`config.mk`:
```
export PLATFORM = sky130hd
export DESIGN_NAME = fetch_top
export DESIGN_NICKNAME = d
export VERILOG_FILES = /design/src/rtl/axi_lite_pkg.sv /design/src/rtl/fetch_pkg.sv /design/src/rtl/fetch_axi_master.sv /design/src/rtl/fetch_buffer.sv /design/src/rtl/fetch_top.sv /design/src/rtl/inst_sram.sv /design/src/rtl/pc_unit.sv
export SDC_FILE = /design/constraint.sdc
export NUM_CORES = 1
export LEC_CHECK = 0
export ABC_AREA = 1
export BUFFER_PORTS_ARGS = -buffer_cell sky130_fd_sc_hd__buf_2
export CORE_ASPECT_RATIO = 1.2
export CORE_MARGIN = 2
export CORE_UTILIZATION = 30
export DETAILED_ROUTE_END_ITERATION = 10
export PLACE_DENSITY = 0.51
export SLEW_MARGIN = 15
export SYNTH_ARGS = -nofsm -noshare
export SYNTH_HDL_FRONTEND = slang
export SYNTH_SLANG_ARGS = --single-unit
```
`constraint.sdc`:
```
create_clock -name clk -period 2.6 [get_ports clk]
set_clock_uncertainty 0.2 [all_clocks]
set_input_delay 0.39 -clock clk [delete_from_list [all_inputs] [get_ports clk]]
set_output_delay 0.39 -clock clk [all_outputs]
set_load 0.05 [all_outputs]
```
`src/tests/inst.hex`:
```
// one 32-bit instruction word per line, hex
// first line is the word at 0x8000_0000, then upward in steps of 4
00000013 // nop
00100093 // addi x1, x0, 1
00200113 // addi x2, x0, 2
002081b3 // add  x3, x1, x2
40208233 // sub  x4, x1, x2
0030f2b3
0030e333
0030c3b3
00119413
0011d493
00a00513 // addi x10, x0, 10
fff50513 // addi x10, x10, -1
fe051ee3 // loop back while x10 != 0
00008067
0000006f // spin
00100073 // ebreak
```
`src/rtl/axi_lite_pkg.sv`:
```
`default_nettype none

// axi4-lite read side only, instruction fetch never writes
package axi_lite_pkg;

    typedef logic [31:0] axi_addr_t;  // byte address
    typedef logic [31:0] axi_data_t;  // one bus word
    typedef logic [1:0]  axi_resp_t;

    localparam axi_resp_t RESP_OKAY   = 2'b00;
    localparam axi_resp_t RESP_SLVERR = 2'b10;  // bad address or misaligned

    // prot[2] set marks an instruction access
    localparam logic [2:0] AXI_PROT_INST = 3'b100;

    // read address channel payload, arvalid/arready travel beside it
    typedef struct packed {
        axi_addr_t  addr;
        logic [2:0] prot;
    } axi_ar_t;

    // read data channel payload, rvalid/rready travel beside it
    typedef struct packed {
        axi_data_t data;
        axi_resp_t resp;
    } axi_r_t;

endpackage

`default_nettype wire

```
`src/rtl/fetch_pkg.sv`:
```
`default_nettype none

// fetch side types, memory map and master states
package fetch_pkg;

    typedef logic [31:0] pc_t;
    typedef logic [31:0] inst_t;

    // decoder port payload, 65 bits
    typedef struct packed {
        pc_t   pc;
        inst_t inst;
        logic  fault;  // bus error on this fetch
    } fetch_out_t;

    localparam pc_t RESET_PC = 32'h8000_0000;  // reset vector
    localparam pc_t PC_STEP  = 32'd4;          // one word per instruction

    // instruction memory map
    localparam pc_t         IMEM_BASE  = 32'h8000_0000;
    localparam int unsigned IMEM_DEPTH = 16;                 // words
    localparam int unsigned IMEM_BYTES = 4 * IMEM_DEPTH;
    localparam int unsigned IMEM_AW    = $clog2(IMEM_DEPTH); // word index width
    localparam string       IMEM_FILE  = "/design/src/tests/inst.hex";

    // master fsm
    typedef enum logic [1:0] {
        IDLE,  // pick up pc, after reset or a dropped fetch
        ADDR,  // arvalid up
        DATA,  // rready up, waiting on the word
        HOLD   // word handed to the buffer, wait for it to drain
    } fetch_state_t;

endpackage

`default_nettype wire

```
`src/rtl/fetch_axi_master.sv`:
```
`default_nettype none

// axi4-lite read master, one fetch in flight at a time
module fetch_axi_master
    import axi_lite_pkg::*;
    import fetch_pkg::*;
(
    input  logic       clk,
    input  logic       rst,
    input  pc_t        pc,
    input  logic       kill,
    output logic       busy,
    output axi_ar_t    ar,
    output logic       arvalid,
    input  logic       arready,
    input  axi_r_t     r,
    input  logic       rvalid,
    output logic       rready,
    output logic       load,       // pulse into the buffer
    output fetch_out_t load_data,
    input  logic       full,
    input  logic       taken,      // decoder took the buffered word
    output logic       advance
);

    fetch_state_t state;
    fetch_state_t state_next;
    logic         stale;    // current fetch was killed, drop its word
    logic         ar_fire;
    logic         r_fire;
    logic         drop;

    assign ar_fire = arvalid && arready;
    assign r_fire  = rvalid && rready;
    assign drop    = stale || kill;  // kill may land on the r beat itself

    assign busy    = (state == ADDR) || (state == DATA);
    assign arvalid = (state == ADDR);
    assign rready  = (state == DATA);
    assign ar.addr = pc;             // pc only moves on redirect or advance
    assign ar.prot = AXI_PROT_INST;
    assign advance = taken && (state == HOLD);

    always_comb begin
        state_next = state;
        case (state)
            IDLE: state_next = ADDR;
            ADDR: if (ar_fire) state_next = DATA;
            DATA: if (r_fire) state_next = drop ? IDLE : HOLD;
            // leave once the buffer drains, either taken or flushed
            HOLD: if (taken || (!full && !load)) state_next = ADDR;
            default: state_next = IDLE;
        endcase
    end

    always_ff @(posedge clk) begin
        if (rst) begin
            state <= IDLE;
            stale <= 1'b0;
            load  <= 1'b0;
        end else begin
            state <= state_next;
            load  <= r_fire && !drop;  // good word goes to the buffer next cycle
            if (r_fire) begin
                stale <= 1'b0;         // fetch finished on the bus
            end else if (kill) begin
                stale <= 1'b1;
            end
        end
    end

    // payload, pc still matches the request unless the fetch is stale
    always_ff @(posedge clk) begin
        if (r_fire) begin
            load_data.pc    <= pc;
            load_data.inst  <= r.data;
            load_data.fault <= (r.resp != RESP_OKAY);
        end
    end

    // request held steady until the slave accepts it
    a_ar_hold: assert property (
        @(posedge clk) disable iff (rst)
        arvalid && !arready |=> arvalid && $stable(ar)
    );

    // buffer has a single slot
    a_load_empty: assert property (
        @(posedge clk) disable iff (rst)
        load |-> !full
    );

endmodule

`default_nettype wire

```
`src/rtl/fetch_buffer.sv`:
```
`default_nettype none

// one-entry holding register in front of the decoder
module fetch_buffer
    import fetch_pkg::*;
(
    input  logic       clk,
    input  logic       rst,
    input  logic       load,
    input  fetch_out_t load_data,
    input  logic       flush,       // redirect, drop whatever sits here
    input  logic       inst_ready,
    output logic       inst_valid,
    output fetch_out_t inst_out,
    output logic       full,
    output logic       taken
);

    assign inst_valid = full;
    assign taken      = full && inst_ready;  // decoder handshake

    always_ff @(posedge clk) begin
        if (rst) begin
            full <= 1'b0;
        end else if (flush) begin
            full <= 1'b0;  // beats a load in the same cycle, that word is old path
        end else if (load) begin
            full <= 1'b1;
        end else if (taken) begin
            full <= 1'b0;
        end
    end

    // load only arrives while empty, so held data never changes under valid
    always_ff @(posedge clk) begin
        if (load) begin
            inst_out <= load_data;
        end
    end

endmodule

`default_nettype wire

```
`src/rtl/fetch_top.sv`:
```
`default_nettype none

// instruction fetch: pc -> axi master -> sram, word out through the buffer
module fetch_top
    import axi_lite_pkg::*;
    import fetch_pkg::*;
(
    input  logic       clk,
    input  logic       rst,
    input  logic       redirect_valid,
    input  pc_t        redirect_pc,
    output logic       inst_valid,
    input  logic       inst_ready,
    output fetch_out_t inst_out
);

    pc_t        pc;
    logic       kill;
    logic       busy;
    logic       advance;
    axi_ar_t    ar;
    logic       arvalid;
    logic       arready;
    axi_r_t     r;
    logic       rvalid;
    logic       rready;
    logic       load;
    fetch_out_t load_data;
    logic       full;
    logic       taken;

    pc_unit u_pc (
        .clk            (clk),
        .rst            (rst),
        .redirect_valid (redirect_valid),
        .redirect_pc    (redirect_pc),
        .advance        (advance),
        .busy           (busy),
        .pc             (pc),
        .kill           (kill)
    );

    fetch_axi_master u_master (
        .clk       (clk),
        .rst       (rst),
        .pc        (pc),
        .kill      (kill),
        .busy      (busy),
        .ar        (ar),
        .arvalid   (arvalid),
        .arready   (arready),
        .r         (r),
        .rvalid    (rvalid),
        .rready    (rready),
        .load      (load),
        .load_data (load_data),
        .full      (full),
        .taken     (taken),
        .advance   (advance)
    );

    inst_sram u_sram (
        .clk     (clk),
        .rst     (rst),
        .ar      (ar),
        .arvalid (arvalid),
        .arready (arready),
        .r       (r),
        .rvalid  (rvalid),
        .rready  (rready)
    );

    // redirect pulse doubles as the buffer flush
    fetch_buffer u_buffer (
        .clk        (clk),
        .rst        (rst),
        .load       (load),
        .load_data  (load_data),
        .flush      (redirect_valid),
        .inst_ready (inst_ready),
        .inst_valid (inst_valid),
        .inst_out   (inst_out),
        .full       (full),
        .taken      (taken)
    );

endmodule

`default_nettype wire

```
`src/rtl/inst_sram.sv`:
```
`default_nettype none

// read-only axi4-lite slave over the instruction array
module inst_sram
    import axi_lite_pkg::*;
    import fetch_pkg::*;
(
    input  logic    clk,
    input  logic    rst,
    input  axi_ar_t ar,
    input  logic    arvalid,
    output logic    arready,
    output axi_r_t  r,
    output logic    rvalid,
    input  logic    rready
);

    inst_t              mem [IMEM_DEPTH];
    axi_addr_t          raddr;   // address of the pending read
    axi_addr_t          offset;  // byte offset from the base
    logic [IMEM_AW-1:0] idx;
    logic               hit;     // in range and word aligned
    logic               ar_fire;
    logic               r_fire;

    initial begin
        $readmemh(IMEM_FILE, mem);  // program image
    end

    assign ar_fire = arvalid && arready;
    assign r_fire  = rvalid && rready;

    // one read at a time, arready comes back once the word is taken
    always_ff @(posedge clk) begin
        if (rst) begin
            arready <= 1'b1;
            rvalid  <= 1'b0;
        end else if (ar_fire) begin
            arready <= 1'b0;
            rvalid  <= 1'b1;  // latency of one
        end else if (r_fire) begin
            arready <= 1'b1;
            rvalid  <= 1'b0;
        end
    end

    always_ff @(posedge clk) begin
        if (ar_fire) begin
            raddr <= ar.addr;
        end
    end

    assign offset = raddr - IMEM_BASE;
    assign idx    = offset[IMEM_AW+1:2];
    assign hit    = (raddr >= IMEM_BASE) && (offset < IMEM_BYTES) && (raddr[1:0] == 2'b00);

    // word read straight from the latched address, stays put until rready
    always_comb begin
        if (hit) begin
            r.data = mem[idx];
            r.resp = RESP_OKAY;
        end else begin
            r.data = '0;  // error beats return zero
            r.resp = RESP_SLVERR;
        end
    end

    // response held while the master stalls
    a_r_stable: assert property (
        @(posedge clk) disable iff (rst)
        rvalid && !rready |=> rvalid && $stable(r)
    );

endmodule

`default_nettype wire

```
`src/rtl/pc_unit.sv`:
```
`default_nettype none

// fetch pc: sequential step, redirect load, kill of an outstanding fetch
module pc_unit
    import fetch_pkg::*;
(
    input  logic clk,
    input  logic rst,
    input  logic redirect_valid,  // one-cycle pulse
    input  pc_t  redirect_pc,
    input  logic advance,         // buffer took a good instruction
    input  logic busy,            // master has a fetch on the bus
    output pc_t  pc,
    output logic kill
);

    always_ff @(posedge clk) begin
        if (rst) begin
            pc <= RESET_PC;
        end else if (redirect_valid) begin  // redirect wins over advance
            pc <= redirect_pc;
        end else if (advance) begin
            pc <= pc + PC_STEP;
        end
    end

    // fetch on the bus belongs to the old path
    // combinational so a response landing this same cycle is dropped too
    assign kill = redirect_valid && busy;

    // advance only comes from HOLD, kill only from ADDR/DATA
    a_kill_no_advance: assert property (
        @(posedge clk) disable iff (rst)
        kill |-> !advance
    );

endmodule

`default_nettype wire

```
### After elaboration in Yosys (flattened, before gate mapping)

Cells that the tools add are included.

* flip-flop bits (word level): 201
* logic and storage cells: 62
* input port bits: 36

* multiplexer cells: 14
* add/subtract/negate cells: 2
* equality and inequality tests: 6
* $lt $le $gt $ge: 2
* reduce and logical (&&, ||, !) cells: 24

Operators with widths (count)
* 32-bit two-way mux: 2
* 32-bit by 3-bit adder with 32-bit output, second input constant: 1
* 32-bit greater-or-equal comparator, second input constant: 1
* 32-bit by 7-bit less-than comparator with 1-bit output, second input constant: 1
* 32-bit subtractor, second input constant: 1
* 2-bit two-way mux: 5
* 1-bit logical AND: 9
* 2-bit one-hot mux with 4 select lines: 1
* 2-bit nonzero test: 4
* 1-bit two-way mux: 6
* 2-bit inequality test, second input constant: 3
* 2-bit equality test, second input constant: 2
* 2-bit logical NOT: 2
* 2-bit OR reduction: 2
* 1-bit logical NOT: 3
* 1-bit logical OR: 3
* 3-bit AND reduction: 1
* 2-bit by 1-bit equality test with 1-bit output, second input constant: 1

### Longest topological paths before layout

* word-level depth: 7
* mapped depth: 10
* depth with buffers taken out: 10

### By module

From an unflattened synthesis, not the netlist that was laid out.

* cell total of the unflattened synthesis: 685
* area total of the unflattened synthesis: 8104.0 sq um

By module, submodules not included
* fetch_axi_master: times used 1, cells each 144, sequential area each 2031.9 sq um, area each 2517.4 sq um
* pc_unit: times used 1, cells each 346, sequential area each 640.6 sq um, area each 2222.1 sq um
* fetch_buffer: times used 1, cells each 76, sequential area each 1971.9 sq um, area each 2018.2 sq um
* inst_sram: times used 1, cells each 119, sequential area each 880.8 sq um, area each 1346.3 sq um

### Least setup slack after synthesis

No wires, ideal clock.

* path kind: flip-flop to flip-flop
* start: register u_master.load
* end: register u_master.state[1]
* clock period less this slack: 1.907 ns
* buffers on the path: 0
* slack: 0.693 ns
* arrival: 1.574 ns
* stages on the path, launching flop included: 6
* required time: 2.266 ns
* cell sequence: dfxtp_1 > o21ai_0 > o21bai_1 > nor2_1 > nand2_1 > a21oi_1

* word-level cells in the longest chain between the ends: 5

Ends and longest elaborated chain
* start, declared: line fetch_axi_master.sv:19 `output logic load,`
* start signal, assigned: line fetch_axi_master.sv:63 `load <= r_fire && !drop;`
* 1-bit logical NOT: line fetch_axi_master.sv:51 `HOLD: if (taken || (!full && !load)) state_next = ADDR;`
* 1-bit logical AND: line fetch_axi_master.sv:51
* 1-bit logical OR: line fetch_axi_master.sv:51
* 2-bit inequality test (no source line)
* 3-bit AND reduction (no source line)
* end signal, assigned: line fetch_axi_master.sv:62 `state <= state_next;`
* end, declared: line fetch_axi_master.sv:26 `fetch_state_t state;`

Every way passes these cells.
A chain may end at the register's enable or synchronous reset.

### Worst setup path after layout

* start: register u_master.state[1]
* end: register u_pc.pc[16]

* word-level cells in the longest chain between the ends: 3

Ends and longest elaborated chain
* 2-bit equality test: line fetch_axi_master.sv:42 `assign advance = taken && (state == HOLD);`
* 1-bit logical AND: line fetch_axi_master.sv:42
* 2-bit nonzero test (no source line)
* end signal, assigned: line pc_unit.sv:21 `pc <= redirect_pc;`
* end signal, assigned: line pc_unit.sv:23 `pc <= pc + PC_STEP;`
* end, declared: line pc_unit.sv:13 `output pc_t pc,`

Every way passes these cells.

==> run_results.csv <==
group,metric,value,unit
final_layout,syn_to_final_growth,20.48,%
logic_synthesis,seq_area_frac_synth,63.28,%
final_layout,layout.cells.non_filler,909,
timing,final_max_slew_viol_count,0,
worst_setup_path,cp_slowest_stage_delay,0.37,ns
logic_synthesis,synth_ff_type,"sky130_fd_sc_hd__edfxtp_1",
logic_synthesis,postSynth.asyncResetShare,0,%
worst_setup_path,startpoint,"u_master.state[1]",
timing,period_share,80.54,%
worst_hold_path,hold-path-cell-count,3,
timing,timing.final.hold_violations,0,
floorplanning,io-pin-count,102,
floorplanning,fp.dieArea,20100,sq um
global_route,grt_pass1_vias,3964,
drt,route.final.wire_length,13510,um
cts,ctsRootBufferMaster,"sky130_fd_sc_hd__clkbuf_16",
floorplanning,core,18720,sq um
pwr,internal_power,4.412,mW
timing,fmax,477.5,MHz
pwr,seq_power_share,46.1,%
timing,report.final.setup_viol,0,
cts,insertion_delay,0.41,ns
drt,avgViaCountPerCell,4.369,
final_layout,layout-drive-gt1-share,19.91,%
status,status,"completed",
drt,wl_per_cell,14.86,um
logic_synthesis,post_synth_instance_area,5694,sq um
pwr,power.combinational.fraction,10.0,%
worst_setup_path,worstPathRequired,2.68,ns
final_layout,layout.nets,681,
timing,worst_pin_slew,0.6229,ns
logic_synthesis,yosysWarningCount,0,
place,place.gp.congestion,0.8663,
global_route,groute.usage.overall,13.99,%
floorplanning,effective_utilization_at_floorplan,30.42,%
worst_hold_path,timing.hold.worst.start,"redirect_pc[1]",
cts,clock_tree_from_tritoncts,"done",
worst_setup_path,worstPathMaxFanout,19,
logic_synthesis,postSynthAreaPerCell,10.17,sq um
worst_setup_path,cpMostUsedCell,"sky130_fd_sc_hd__inv_2",
logic_synthesis,synth_edf_count,94,
cts,cts_repair_resized_insts,0,
logic_synthesis,postSynthCellCount,560,
global_route,number_of_antenna_violations_at_the_first_check_in_global_routing,0,
pwr,power.density_cell_area,852.9,nW/um^2
floorplanning,die_w,129.8,um
worst_setup_path,worstReg2RegStart,"u_master.state[1]",
cts,cts.reportedPaths.clkPinSlew,0.06,ns
timing,relSlewSlack,58.09,%
drt,drc,0,
pwr,sw_frac_of_total,24.60,%
worst_setup_path,rr_worst_depth,9,
cts,buffers_inserted_by_post_cts_timing_repair,0,
pwr,ir_worst_vdd,0.4476,mV
worst_setup_path,r2r_slack,0.51,ns
logic_synthesis,yosys_register_bits,133,
cts,total_clock_buffers_created_by_cts,17,
global_route,gr-total-overflow,0,
worst_setup_path,criticalPathCategory,"register to register",
drt,ant_nets,0,
floorplanning,number_of_placement_rows,55,
place,post-dp-hpwl,9777,um
logic_synthesis,yosysUniqueCellTypes,35,
place,port-buffer-count,69,
global_route,grt_first_pass_wirelength,21160,um
floorplanning,chipHeight,154.9,um
pwr,pwr-share-clk,44.0,%
worst_setup_path,rr_endpoint,"u_pc.pc[16]",
pwr,leakagePower,2.557,nW
pwr,p_sw,1.439,mW
drt,drt_iter0_markers,169,
final_layout,inserted_diodes,0,
drt,drt-pass1-iter-count,5,
worst_setup_path,crit_chain,"ha_1 > inv_1 > nor2_4 > inv_2 > nand2_2 > inv_2 > a22o_1 > a21oi_1 > nor2_1",
timing,fin_tns_setup,0,ns
cts,clock-sinks,133,
cts,maximum_level_of_the_cts_h_tree,4,
cts,post_cts_hold_buffer_count,0,
worst_hold_path,holdPathEnd,"u_pc.pc[1]",
worst_hold_path,hold_path_class,"primary input to register",
worst_setup_path,arrival,2.18,ns
cts,clockBufferDepth,2,
final_layout,final_common_cell,"sky130_fd_sc_hd__nand2_1",
place,dp_cells,878,
worst_setup_path,cpMaxStageDelayCell,"sky130_fd_sc_hd__dfxtp_1",
drt,overall_via_count_from_detail_route,3971,
final_layout,layout_common_cells,"sky130_fd_sc_hd__nand2_1, sky130_fd_sc_hd__edfxtp_1, sky130_fd_sc_hd__nor2_1, sky130_fd_sc_hd__buf_2, sky130_fd_sc_hd__inv_1",
global_route,grt_max_degree,35,
timing,fin_crit,2.094,ns
timing,rsz0062_at_grt,"no",
timing,fin_worst_hold_slack,0.01582,ns
worst_setup_path,crit_path_end_kind,"register",
worst_setup_path,setup.worst_path.start_class,"register",
flow_run,max-cap-violations,0,
-- worst max-delay path, delay by kind of cell (launching register included) --
kind | cells | cell delay (ns)
adders and majority gates | 1 | 0.16
DFF | 1 | 0.37
and+or+nand+nor | 3 | 0.49
AOI/OAI and AO/OA | 2 | 0.35
buffers and inverters | 3 | 0.39
-- cell usage after synthesis (3+ instances only) --
master / number / area share (%)
sky130_fd_sc_hd__nor2_1: 70 / 4.6
sky130_fd_sc_hd__nand3_1: 22 / 1.9
sky130_fd_sc_hd__a21oi_1: 27 / 2.4
sky130_fd_sc_hd__inv_2: 4 / 0.26
sky130_fd_sc_hd__o21ai_1: 3 / 0.26
sky130_fd_sc_hd__xnor2_1: 3 / 0.46
sky130_fd_sc_hd__nor2_2: 4 / 0.44
sky130_fd_sc_hd__edfxtp_1: 94 / 50
sky130_fd_sc_hd__nor2_4: 6 / 1.2
sky130_fd_sc_hd__nor3_2: 3 / 0.53
sky130_fd_sc_hd__inv_1: 41 / 2.7
sky130_fd_sc_hd__o21ai_0: 25 / 2.2
sky130_fd_sc_hd__dfxtp_1: 39 / 14
sky130_fd_sc_hd__o21bai_1: 3 / 0.40
sky130_fd_sc_hd__nor4_1: 7 / 0.77
sky130_fd_sc_hd__a31oi_1: 6 / 0.66
sky130_fd_sc_hd__ha_1: 4 / 0.88
sky130_fd_sc_hd__clkbuf_1: 9 / 0.59
sky130_fd_sc_hd__buf_4: 34 / 4.5
sky130_fd_sc_hd__xor2_1: 4 / 0.62
sky130_fd_sc_hd__a22o_1: 3 / 0.46
sky130_fd_sc_hd__nand2_2: 5 / 0.55
sky130_fd_sc_hd__nand2_1: 128 / 8.4
sky130_fd_sc_hd__nor3_1: 3 / 0.26
-- logic make-up after synthesis --
| kind of cell | share of synthesized area (%) |
|---|---|
| compound gates | 7.032 |
| fa+ha+maj | 0.8790 |
| buf+inv | 8.218 |
| flops | 63.28 |
| other cells | 0.06586 |
| xor+xnor | 1.077 |
| simple gates | 19.45 |
-- routing by layer --
layer  wire [um]  part of all wire, %  vias to the layer above  global-route usage, %
met5           0                    0                        -                      0
met3         696                  5.2                       15                  3.542
met4         216                  1.6                        0                  5.069
met1        5792                   43                     1856                  16.85
li1            -                    -                     1975                      -
met2        6807                   50                      125                  24.06
-- power by group through the flow --
stage	sequential (mW)	clock, mW	combinational, mW
2_1_floorplan	2.71	0	0.443
3_3_place_gp	2.73	0	0.556
3_5_place_dp	2.74	0	0.585
4_1_cts	2.70	2.62	0.587
5_1_grt	2.72	2.70	0.646
6_report	2.69	2.57	0.584
-- worst max path at each step --
| stage | end | slack, ns | cells after the start |
|---|---|---|---|
| 2_1_floorplan | u_master.state[1] | 0.69 | 5 |
| 3_3_place_gp | u_pc.pc[18] | 0.59 | 9 |
| 3_5_place_dp | u_pc.pc[16] | 0.53 | 9 |
| 4_1_cts | u_pc.pc[16] | 0.50 | 9 |
| 5_1_grt | u_pc.pc[16] | 0.34 | 9 |
| 6_report | u_pc.pc[16] | 0.51 | 9 |
-- registers in the layout, summed over array words and instances, names as in the netlist --
name and flops:
u_buffer.full 1, u_buffer.inst_out 33, u_master.load 1, u_master.load_data 33
u_master.stale 1, u_master.state 2, u_pc.pc 32, u_sram.arready 1
u_sram.raddr 28, u_sram.rvalid 1
-- through the flow --
step | area (sq um) | util, % | worst slack [ns] | power (mW)
5_1_grt | 6860 | 36.65 | 0.3409 | 6.067
2_1_floorplan | 5811 | - | 0.6927 | 3.158
6_report | 6860 | 36.65 | 0.5059 | 5.851
3_3_place_gp | 6227 | 33.27 | 0.5921 | 3.284
3_5_place_dp | 6227 | 33.27 | 0.5263 | 3.324
4_1_cts | 6860 | 36.65 | 0.5019 | 5.901
-- cell type report --
| cell class | count | area [sq um] |
|---|---|---|
| fillers | 1921 | 11860 |
| repair buffers | 75 | 390.4 |
| well taps | 256 | 320.3 |
| inverters | 46 | 173.9 |
| clock inverters | 12 | 200.2 |
| multi-input cells | 368 | 1739 |
| flip-flops and latches | 133 | 3603 |
| clock buffers | 19 | 432.9 |
Note: power is estimated with default switching activity, not from simulation.
